==> config.mk <==
export PLATFORM = sky130hd
export DESIGN_NAME = wr_guard_top
export DESIGN_NICKNAME = d
export VERILOG_FILES = /design/src/rtl/wr_guard_pkg.sv /design/src/rtl/slot_alloc.sv /design/src/rtl/wr_slot.sv /design/src/rtl/rsp_matcher.sv /design/src/rtl/guard_regs.sv /design/src/rtl/wr_guard_top.sv
export VERILOG_INCLUDE_DIRS = /design/src /design/src/rtl
export SDC_FILE = /design/constraint.sdc
export NUM_CORES = 1
export LEC_CHECK = 0
export BUFFER_PORTS_ARGS = -buffer_cell sky130_fd_sc_hd__buf_2
export CAP_MARGIN = 30
export CORE_ASPECT_RATIO = 1.75
export CORE_MARGIN = 2
export CORE_UTILIZATION = 55
export DETAILED_ROUTE_END_ITERATION = 12
export PLACE_DENSITY = 0.76
export SYNTH_ARGS = -nofsm -noshare
export SYNTH_HDL_FRONTEND = slang
export SYNTH_SLANG_ARGS = --single-unit
==> constraint.sdc <==
create_clock -name clk_i -period 4.55 [get_ports clk_i]
set_clock_uncertainty 0.1 [all_clocks]
set_input_delay 0.455 -clock clk_i [delete_from_list [all_inputs] [get_ports clk_i]]
set_output_delay 0.455 -clock clk_i [all_outputs]
set_load 0.02 [all_outputs]
==> src/rtl/wr_guard_macros.svh <==
// --------------------------------------------------------------------------
// write guard configuration defines: slot count, field widths,
// prescaler divide and budget base reset value
// --------------------------------------------------------------------------
`ifndef WR_GUARD_MACROS_SVH
`define WR_GUARD_MACROS_SVH

// outstanding writes tracked at once
`define WG_NUM_SLOTS 4

// AXI field widths
`define WG_ID_WIDTH 4
`define WG_LEN_WIDTH 8

// countdown width, counted in prescaler ticks
`define WG_BUDGET_WIDTH 12
`define WG_PRESCALE_LOG2 2
`define WG_BUDGET_BASE_RST 8

`endif

==> src/rtl/wr_guard_pkg.sv <==
// --------------------------------------------------------------------------
// shared types of the write guard: slot index, AXI id and length,
// countdown budget and older same-id count
// --------------------------------------------------------------------------
`include "wr_guard_macros.svh"

package wr_guard_pkg;

  // slot number
  typedef logic [$clog2(`WG_NUM_SLOTS)-1:0] slot_idx_t;

  // AXI AW/B fields
  typedef logic [`WG_ID_WIDTH-1:0] axi_id_t;
  typedef logic [`WG_LEN_WIDTH-1:0] axi_len_t;

  // remaining ticks before a write times out
  typedef logic [`WG_BUDGET_WIDTH-1:0] budget_t;

  // older same-id writes still outstanding, up to the slot count
  typedef logic [$clog2(`WG_NUM_SLOTS+1)-1:0] ahead_t;

endpackage

==> src/rtl/slot_alloc.sv <==
// --------------------------------------------------------------------------
// AW admission and slot allocation: handshake gating, lowest free slot,
// budget and same-id ahead count, prescaler tick
// --------------------------------------------------------------------------
`timescale 1ns/1ps
`include "wr_guard_macros.svh"

module slot_alloc (
  input  logic                                      clk_i,
  input  logic                                      reset_i,
  input  logic                                      aw_valid_i,
  input  logic                                      aw_ready_i,
  input  wr_guard_pkg::axi_id_t                     aw_id_i,
  input  wr_guard_pkg::axi_len_t                    aw_len_i,
  output logic                                      aw_valid_o,
  output logic                                      aw_ready_o,
  input  logic [`WG_NUM_SLOTS-1:0]                  slot_valid_i,
  input  wr_guard_pkg::axi_id_t [`WG_NUM_SLOTS-1:0] slot_id_i,
  input  logic                                      err_latched_i,
  input  wr_guard_pkg::budget_t                     budget_base_i,
  input  logic [`WG_NUM_SLOTS-1:0]                  retire_vec_i,
  output logic [`WG_NUM_SLOTS-1:0]                  alloc_vec_o,
  output wr_guard_pkg::axi_id_t                     alloc_id_o,
  output wr_guard_pkg::axi_len_t                    alloc_len_o,
  output wr_guard_pkg::budget_t                     alloc_budget_o,
  output wr_guard_pkg::ahead_t                      alloc_ahead_o,
  output logic                                      tick_o
);

  import wr_guard_pkg::*;

  logic                           admit;
  logic                           aw_fire;
  logic [`WG_NUM_SLOTS-1:0]       free_vec;
  logic [`WG_NUM_SLOTS-1:0]       pick_vec;
  logic [`WG_NUM_SLOTS-1:0]       same_id_vec;
  ahead_t                         same_cnt;
  logic [`WG_PRESCALE_LOG2-1:0]   presc_q;

  assign free_vec = ~slot_valid_i;
  assign admit    = (|free_vec) && !err_latched_i;

  // slave and master only see each other while admitted
  assign aw_valid_o = aw_valid_i & admit;
  assign aw_ready_o = aw_ready_i & admit;
  assign aw_fire    = aw_valid_i & aw_ready_i & admit;

  // lowest free slot wins
  always_comb begin
    pick_vec = '0;
    for (int i = `WG_NUM_SLOTS - 1; i >= 0; i--) begin
      if (free_vec[i]) begin
        pick_vec    = '0;
        pick_vec[i] = 1'b1;
      end
    end
  end

  // older writes of this id, not counting one that leaves now
  always_comb begin
    same_cnt = '0;
    for (int i = 0; i < `WG_NUM_SLOTS; i++) begin
      same_id_vec[i] = slot_valid_i[i] && (slot_id_i[i] == aw_id_i);
      if (same_id_vec[i]) begin
        same_cnt = same_cnt + ahead_t'(1);
      end
    end
    if (|(same_id_vec & retire_vec_i)) begin
      same_cnt = same_cnt - ahead_t'(1);
    end
  end

  assign alloc_vec_o    = aw_fire ? pick_vec : '0;
  assign alloc_id_o     = aw_id_i;
  assign alloc_len_o    = aw_len_i;
  assign alloc_ahead_o  = same_cnt;
  assign alloc_budget_o = budget_base_i + budget_t'(aw_len_i >> `WG_PRESCALE_LOG2)
                        + budget_t'(2);

  // free-running divider for the countdowns
  always_ff @(posedge clk_i) begin
    if (reset_i) begin
      presc_q <= '0;
    end else begin
      presc_q <= presc_q + 1'b1;
    end
  end

  assign tick_o = &presc_q;

  a_alloc_onehot : assert property (@(posedge clk_i) disable iff (reset_i)
    $onehot0(alloc_vec_o));

endmodule

==> src/rtl/wr_slot.sv <==
// --------------------------------------------------------------------------
// one outstanding write tracker: id, length, countdown budget and
// older same-id count, cleared on retire or flush
// --------------------------------------------------------------------------
`timescale 1ns/1ps

module wr_slot (
  input  logic                   clk_i,
  input  logic                   reset_i,
  input  logic                   alloc_i,
  input  wr_guard_pkg::axi_id_t  alloc_id_i,
  input  wr_guard_pkg::axi_len_t alloc_len_i,
  input  wr_guard_pkg::budget_t  alloc_budget_i,
  input  wr_guard_pkg::ahead_t   alloc_ahead_i,
  input  logic                   tick_i,
  input  logic                   retire_i,
  input  logic                   retire_any_i,
  input  wr_guard_pkg::axi_id_t  retire_id_i,
  input  logic                   flush_i,
  output logic                   valid_o,
  output wr_guard_pkg::axi_id_t  id_o,
  output wr_guard_pkg::axi_len_t len_o,
  output wr_guard_pkg::ahead_t   ahead_o,
  output logic                   expired_o
);

  import wr_guard_pkg::*;

  logic     valid_q;
  axi_id_t  id_q;
  axi_len_t len_q;
  budget_t  budget_q;
  ahead_t   ahead_q;

  always_ff @(posedge clk_i) begin
    if (reset_i) begin
      valid_q <= 1'b0;
    end else if (flush_i) begin
      valid_q <= 1'b0;
    end else if (alloc_i) begin
      valid_q  <= 1'b1;
      id_q     <= alloc_id_i;
      len_q    <= alloc_len_i;
      budget_q <= alloc_budget_i;
      ahead_q  <= alloc_ahead_i;
    end else if (retire_i) begin
      valid_q <= 1'b0;
    end else if (valid_q) begin
      // hold at zero, the matcher flushes on expiry
      if (tick_i && (budget_q != '0)) begin
        budget_q <= budget_q - budget_t'(1);
      end
      // an older write of our id just completed
      if (retire_any_i && (retire_id_i == id_q) && (ahead_q != '0)) begin
        ahead_q <= ahead_q - ahead_t'(1);
      end
    end
  end

  assign valid_o   = valid_q;
  assign id_o      = id_q;
  assign len_o     = len_q;
  assign ahead_o   = ahead_q;
  assign expired_o = valid_q && (budget_q == '0);

  a_no_alloc_busy : assert property (@(posedge clk_i) disable iff (reset_i)
    alloc_i |-> !valid_q);

endmodule

==> src/rtl/rsp_matcher.sv <==
// --------------------------------------------------------------------------
// B response matching: head slot lookup per id, timeout and unwanted
// response detection, flush and error reporting
// --------------------------------------------------------------------------
`timescale 1ns/1ps
`include "wr_guard_macros.svh"

module rsp_matcher (
  input  logic                                       b_valid_i,
  input  logic                                       b_ready_i,
  input  wr_guard_pkg::axi_id_t                      b_id_i,
  input  logic [`WG_NUM_SLOTS-1:0]                   slot_valid_i,
  input  wr_guard_pkg::axi_id_t [`WG_NUM_SLOTS-1:0]  slot_id_i,
  input  wr_guard_pkg::axi_len_t [`WG_NUM_SLOTS-1:0] slot_len_i,
  input  wr_guard_pkg::ahead_t [`WG_NUM_SLOTS-1:0]   slot_ahead_i,
  input  logic [`WG_NUM_SLOTS-1:0]                   slot_expired_i,
  output logic [`WG_NUM_SLOTS-1:0]                   retire_vec_o,
  output wr_guard_pkg::axi_id_t                      retire_id_o,
  output logic                                       flush_o,
  output logic                                       err_timeout_set_o,
  output logic                                       err_unwanted_set_o,
  output wr_guard_pkg::axi_id_t                      err_id_o,
  output wr_guard_pkg::axi_len_t                     retire_len_o
);

  import wr_guard_pkg::*;

  logic                     b_fire;
  logic                     timeout;
  logic [`WG_NUM_SLOTS-1:0] head_vec;
  slot_idx_t                exp_idx;
  axi_len_t                 head_len;
  logic                     head_dup;

  assign b_fire  = b_valid_i & b_ready_i;
  assign timeout = |slot_expired_i;

  // head of the b_id queue, and lowest expired slot
  always_comb begin
    head_len = '0;
    exp_idx  = '0;
    for (int i = `WG_NUM_SLOTS - 1; i >= 0; i--) begin
      head_vec[i] = slot_valid_i[i] && (slot_id_i[i] == b_id_i) && (slot_ahead_i[i] == '0);
      if (head_vec[i]) begin
        head_len = head_len | slot_len_i[i];
      end
      if (slot_expired_i[i]) begin
        exp_idx = slot_idx_t'(i);
      end
    end
  end

  // a B in the same cycle as a timeout is dropped
  assign retire_vec_o       = (b_fire && !timeout) ? head_vec : '0;
  assign retire_id_o        = b_id_i;
  assign retire_len_o       = head_len;
  assign err_timeout_set_o  = timeout;
  assign err_unwanted_set_o = b_fire && !timeout && !(|head_vec);
  assign flush_o            = err_timeout_set_o | err_unwanted_set_o;
  assign err_id_o           = timeout ? slot_id_i[exp_idx] : b_id_i;

  // each id queue has exactly one head
  always_comb begin
    head_dup = 1'b0;
    for (int i = 0; i < `WG_NUM_SLOTS; i++) begin
      for (int j = i + 1; j < `WG_NUM_SLOTS; j++) begin
        if (slot_valid_i[i] && slot_valid_i[j] && (slot_id_i[i] == slot_id_i[j]) &&
            (slot_ahead_i[i] == '0) && (slot_ahead_i[j] == '0)) begin
          head_dup = 1'b1;
        end
      end
    end
    a_single_head : assert final (head_dup !== 1'b1);
  end

endmodule

==> src/rtl/guard_regs.sv <==
// --------------------------------------------------------------------------
// Wishbone classic register file: STATUS, ERR_ID, LAST_LEN, BUDGET_BASE,
// single-cycle ack and interrupt
// --------------------------------------------------------------------------
`timescale 1ns/1ps
`include "wr_guard_macros.svh"

module guard_regs (
  input  logic                   clk_i,
  input  logic                   reset_i,
  input  logic                   wb_cyc_i,
  input  logic                   wb_stb_i,
  input  logic                   wb_we_i,
  input  logic [1:0]             wb_adr_i,
  input  logic [31:0]            wb_dat_i,
  output logic [31:0]            wb_dat_o,
  output logic                   wb_ack_o,
  input  logic                   err_timeout_set_i,
  input  logic                   err_unwanted_set_i,
  input  wr_guard_pkg::axi_id_t  err_id_i,
  input  logic                   retire_valid_i,
  input  wr_guard_pkg::axi_len_t retire_len_i,
  output logic                   err_latched_o,
  output wr_guard_pkg::budget_t  budget_base_o,
  output logic                   irq_o
);

  import wr_guard_pkg::*;

  localparam logic [1:0] ADR_STATUS      = 2'd0;
  localparam logic [1:0] ADR_ERR_ID      = 2'd1;
  localparam logic [1:0] ADR_LAST_LEN    = 2'd2;
  localparam logic [1:0] ADR_BUDGET_BASE = 2'd3;

  logic       req;
  logic       ack_q;
  logic       served_q;
  logic       wr_en;
  logic [1:0] status_clr;
  logic [1:0] status_q;
  axi_id_t    err_id_q;
  axi_len_t   last_len_q;
  budget_t    budget_base_q;

  // one ack per request until cyc/stb drop
  assign req   = wb_cyc_i & wb_stb_i;
  assign wr_en = req & wb_we_i & ~ack_q & ~served_q;

  always_ff @(posedge clk_i) begin
    if (reset_i) begin
      ack_q    <= 1'b0;
      served_q <= 1'b0;
    end else begin
      ack_q    <= req & ~ack_q & ~served_q;
      served_q <= req & (served_q | ack_q);
    end
  end

  // write 1 to clear
  // a new error wins over the clear
  assign status_clr = (wr_en && (wb_adr_i == ADR_STATUS)) ? wb_dat_i[1:0] : 2'b00;

  always_ff @(posedge clk_i) begin
    if (reset_i) begin
      status_q      <= 2'b00;
      err_id_q      <= '0;
      last_len_q    <= '0;
      budget_base_q <= budget_t'(`WG_BUDGET_BASE_RST);
    end else begin
      status_q <= (status_q & ~status_clr) | {err_unwanted_set_i, err_timeout_set_i};
      // first error of an episode keeps its id
      if ((err_timeout_set_i || err_unwanted_set_i) && !(|status_q)) begin
        err_id_q <= err_id_i;
      end
      if (retire_valid_i) begin
        last_len_q <= retire_len_i;
      end
      if (wr_en && (wb_adr_i == ADR_BUDGET_BASE)) begin
        budget_base_q <= wb_dat_i[`WG_BUDGET_WIDTH-1:0];
      end
    end
  end

  always_comb begin
    case (wb_adr_i)
      ADR_STATUS:   wb_dat_o = {30'd0, status_q};
      ADR_ERR_ID:   wb_dat_o = {{(32-`WG_ID_WIDTH){1'b0}}, err_id_q};
      ADR_LAST_LEN: wb_dat_o = {{(32-`WG_LEN_WIDTH){1'b0}}, last_len_q};
      default:      wb_dat_o = {{(32-`WG_BUDGET_WIDTH){1'b0}}, budget_base_q};
    endcase
  end

  assign wb_ack_o      = ack_q;
  assign err_latched_o = |status_q;
  assign irq_o         = |status_q;
  assign budget_base_o = budget_base_q;

  a_ack_needs_req : assert property (@(posedge clk_i) disable iff (reset_i)
    wb_ack_o |-> (wb_cyc_i && wb_stb_i));

endmodule

==> src/rtl/wr_guard_top.sv <==
// --------------------------------------------------------------------------
// AXI write watchdog top: allocator, slot tracker array, response
// matcher and Wishbone register file
// --------------------------------------------------------------------------
`timescale 1ns/1ps
`include "wr_guard_macros.svh"

module wr_guard_top (
  input  logic                   clk_i,
  input  logic                   reset_i,
  input  logic                   aw_valid_i,
  input  logic                   aw_ready_i,
  input  wr_guard_pkg::axi_id_t  aw_id_i,
  input  wr_guard_pkg::axi_len_t aw_len_i,
  output logic                   aw_valid_o,
  output logic                   aw_ready_o,
  input  logic                   b_valid_i,
  input  logic                   b_ready_i,
  input  wr_guard_pkg::axi_id_t  b_id_i,
  input  logic                   wb_cyc_i,
  input  logic                   wb_stb_i,
  input  logic                   wb_we_i,
  input  logic [1:0]             wb_adr_i,
  input  logic [31:0]            wb_dat_i,
  output logic [31:0]            wb_dat_o,
  output logic                   wb_ack_o,
  output logic                   irq_o
);

  import wr_guard_pkg::*;

  logic [`WG_NUM_SLOTS-1:0]     alloc_vec;
  axi_id_t                      alloc_id;
  axi_len_t                     alloc_len;
  budget_t                      alloc_budget;
  ahead_t                       alloc_ahead;
  logic                         tick;
  logic [`WG_NUM_SLOTS-1:0]     slot_valid;
  axi_id_t [`WG_NUM_SLOTS-1:0]  slot_id;
  axi_len_t [`WG_NUM_SLOTS-1:0] slot_len;
  ahead_t [`WG_NUM_SLOTS-1:0]   slot_ahead;
  logic [`WG_NUM_SLOTS-1:0]     slot_expired;
  logic [`WG_NUM_SLOTS-1:0]     retire_vec;
  logic                         retire_any;
  axi_id_t                      retire_id;
  axi_len_t                     retire_len;
  logic                         flush;
  logic                         err_timeout_set;
  logic                         err_unwanted_set;
  axi_id_t                      err_id;
  logic                         err_latched;
  budget_t                      budget_base;

  assign retire_any = |retire_vec;

  slot_alloc i_slot_alloc (
    .clk_i, .reset_i, .aw_valid_i, .aw_ready_i, .aw_id_i, .aw_len_i,
    .aw_valid_o, .aw_ready_o,
    .slot_valid_i   (slot_valid),
    .slot_id_i      (slot_id),
    .err_latched_i  (err_latched),
    .budget_base_i  (budget_base),
    .retire_vec_i   (retire_vec),
    .alloc_vec_o    (alloc_vec),
    .alloc_id_o     (alloc_id),
    .alloc_len_o    (alloc_len),
    .alloc_budget_o (alloc_budget),
    .alloc_ahead_o  (alloc_ahead),
    .tick_o         (tick)
  );

  for (genvar i = 0; i < `WG_NUM_SLOTS; i++) begin : g_slot
    wr_slot i_wr_slot (
      .clk_i, .reset_i,
      .alloc_i        (alloc_vec[i]),
      .alloc_id_i     (alloc_id),
      .alloc_len_i    (alloc_len),
      .alloc_budget_i (alloc_budget),
      .alloc_ahead_i  (alloc_ahead),
      .tick_i         (tick),
      .retire_i       (retire_vec[i]),
      .retire_any_i   (retire_any),
      .retire_id_i    (retire_id),
      .flush_i        (flush),
      .valid_o        (slot_valid[i]),
      .id_o           (slot_id[i]),
      .len_o          (slot_len[i]),
      .ahead_o        (slot_ahead[i]),
      .expired_o      (slot_expired[i])
    );
  end

  rsp_matcher i_rsp_matcher (
    .b_valid_i, .b_ready_i, .b_id_i,
    .slot_valid_i       (slot_valid),
    .slot_id_i          (slot_id),
    .slot_len_i         (slot_len),
    .slot_ahead_i       (slot_ahead),
    .slot_expired_i     (slot_expired),
    .retire_vec_o       (retire_vec),
    .retire_id_o        (retire_id),
    .flush_o            (flush),
    .err_timeout_set_o  (err_timeout_set),
    .err_unwanted_set_o (err_unwanted_set),
    .err_id_o           (err_id),
    .retire_len_o       (retire_len)
  );

  guard_regs i_guard_regs (
    .clk_i, .reset_i, .wb_cyc_i, .wb_stb_i, .wb_we_i, .wb_adr_i, .wb_dat_i,
    .wb_dat_o, .wb_ack_o,
    .err_timeout_set_i  (err_timeout_set),
    .err_unwanted_set_i (err_unwanted_set),
    .err_id_i           (err_id),
    .retire_valid_i     (retire_any),
    .retire_len_i       (retire_len),
    .err_latched_o      (err_latched),
    .budget_base_o      (budget_base),
    .irq_o
  );

endmodule

==> qor.yml <==
p_switching_mw: 0.8049
routed_via_density: 6.034
crit_fanout: 4
cts_tree: "done"
syn_area_sq_mm: 0.007970
drcViolationCount: 0
maxSlewViolCount: 0
grt_pass1_wl_um: 29440
grt_overflow: 0
fmax_mhz: 272.5
tightest_slew_ns: 0.8789
dp_worst_setup_slack_ns: 0.7766
fin_crit_sh: 0.8065
cp-end-kind: "register"
rows: 58
dr.pass1.iters: 5
netlist_top_cells_count: "108 x edfxtp_1, 84 x nor2_1, 54 x nand2_1, 54 x xor2_1, 47 x a21oi_1"
htreeDepth: 4
clk_pin_slew_ns: 0.07
dpl.hpwl_um: 13950
wire_per_inst_um: 18.56
vias: 6118
grt_usage: 0.2496
placed_area_sq_mm: 0.008366
clockBufferDepth: 2
seq_power_share: 0.467
tns_ns: 0
synth_top_area_frac: 0.4069
min_period_ns: 3.670
leakagePower_nw: 3.514
setup_ws_ns: 0.8803
async_flop_share: 0
cts_made_buffers: 17
combPwrFrac: 0.062
antenna_found_initial: 0
ant_nets: 0
maxCapViolCount: 0
synth_area_per_cell_sq_um: 10.38
yosysMostFrequentCell: "edfxtp_1"
ys_seq_elements: 142
relSlewSlack: 0.4119
routabilityCongestion: 0.9316
clockRootBuffer: "clkbuf_16"
ys_warn_count: 0
min_path_type: "in -> reg"
die_w_um: 95
finalWirelength_um: 18820
final_area_sq_mm: 0.009010
grt_max_degree: 32
die-area_sq_mm: 0.01551
ir_worst_vdd_uv: 316.8
post_cts_resize_count: 0
cts.sinks: 142
required_ns: 4.59
antennaDiodeCount: 0
finalHoldViolations: 0
sw_frac_of_total: 0.2658
p_clk_frac: 0.471
arrival_ns: 3.71
area_delta_synth_final_pct: 13.05
crit_type: "reg -> reg"
post_cts_buffers: 0
synth_edf_count: 108
synthTopCellsByArea: "edfxtp_1 41%, dfxtp_1 8.5%, xor2_1 5.9%, ha_1 5.2%, nor2_1 4.0%"
finalSetupViolCount: 0
dieHeight_um: 163.2
final_layout_size_suffix_gt1_frac: 0.1463
io_pins: 95
start_util: 0.5575
outcome: "completed"
synth.distinct_cells: 61
nets: 914
holdBufCountCts: 0
startpoint_type: "register"
clk_latency_ns: 0.43
powerDensity_mw_per_mm2: 336.0
io_buffers: 54
ys.flop_type: "edfxtp_1"
yosys.area.top_type: "edfxtp_1"
rsz0062_at_grt: "no"
ys_seq_area_frac: 0.4923
drtIter0Drc: 443
synthCells: 768
p_int_mw: 2.223
total_power_mw: 3.028
grt_pass1_vias: 6161
coreArea_sq_mm: 0.01430
==> cells in the final DEF, fill, tap and decap left out, drive strengths merged, types with 6 or more instances in the layout <==
cell and n:
edfxtp 108, nor2 86, buf 69, xor2 54, nand2 54, a21oi 48, inv 41, dfxtp 34
o21ai 34, ha 33, xnor2 29, mux2i 25, nor3 22, nand3 21, conb 20, a22oi 18
clkbuf 17, nor4 15, nor2b 13, clkinv 11, a311oi 8, and3 6, a211oi 6
==> critical path, cell delays in order (launching register included) <==
cell and delay, ns:
edfxtp_1 0.48, xor2_1 0.20, nor4_1 0.52, ha_1 0.37, xnor2_1 0.28, inv_1 0.09, ha_1 0.29, mux2i_1 0.19
ha_1 0.18, inv_1 0.04, a211oi_1 0.25, xnor2_1 0.26, a21oi_1 0.12
==> flip-flops by register name, summed over array words and instances, names as in the netlist, 4 cells and up <==
signal                      count
g_slot.i_wr_slot.budget_q      48
g_slot.i_wr_slot.len_o         32
g_slot.i_wr_slot.id_o          16
g_slot.i_wr_slot.ahead_o       12
i_guard_regs.budget_base_o     12
i_guard_regs.last_len_q         8
g_slot.i_wr_slot.valid_o        4
i_guard_regs.err_id_q           4
==> cell type report <==
class                           count  area (sq um)
Clock buffer                       17         425.4
Clock inverter                     15         219.0
Fill cell                        1127          5286
Inverter                           37         138.9
Multi-Input combinational cell    554          3695
Sequential cell                   142          3924
Tap cell                          180         225.2
Timing Repair Buffer               69         382.9
==> power groups by stage <==
stage               combinational [mW]  clock, mW  sequential, mW
global placement                 0.179          0            1.44
floorplan                        0.133          0            1.44
CTS                              0.187       1.44            1.41
detailed placement               0.184          0            1.44
finish                           0.189       1.43            1.41
global route                     0.204       1.49            1.41
==> path summary, 6_finish.rpt <==
path,slack (ns),endpoint,startpoint,depth (start not counted)
min,0.14,g_slot[2].i_wr_slot.len_o[0]$_DFFE_PP_,aw_len_i[0],1
max,0.88,g_slot[0].i_wr_slot.ahead_o[2]$_DFFE_PP_,g_slot[1].i_wr_slot.id_o[3]$_DFFE_PP_,12
max reg2reg,0.88,g_slot[0].i_wr_slot.ahead_o[2]$_DFFE_PP_,g_slot[1].i_wr_slot.id_o[3]$_DFFE_PP_,12
min reg2reg,0.33,i_slot_alloc.presc_q[0]$_SDFF_PP0_,i_slot_alloc.presc_q[0]$_SDFF_PP0_,1
==> per-layer routing <==
| metal | up-vias | routed length (um) | track usage | share of wire |
|---|---|---|---|---|
| li1 | 2838 | - | - | - |
| met5 | - | 0 | 0 | 0 |
| met1 | 2927 | 6622 | 0.2665 | 0.35 |
| met2 | 276 | 10020 | 0.4410 | 0.53 |
| met3 | 77 | 1106 | 0.04566 | 0.059 |
| met4 | 0 | 1063 | 0.1607 | 0.056 |
==> per-stage QoR <==
step | utilization | hold slack (ns) | std cells
floorplan | - | 0.2982 | 787
global placement | 0.5831 | 0.3043 | 978
detailed placement | 0.5852 | 0.3217 | 982
CTS | 0.6302 | 0.1331 | 1014
global route | 0.6302 | 0.1352 | 1014
finish | 0.6302 | 0.1380 | 1014
==> cells by family after synthesis <==
logic type / synth area share
adders and majority gates: 0.05432
other: 0.0004705
buffers and inverters: 0.05400
xor gates and xnor gates: 0.09121
DFF: 0.4923
muxes: 0.04129
and+or+nand+nor: 0.1532
AOI/OAI and AO/OA: 0.1132
(Power assumes the default switching activity.)
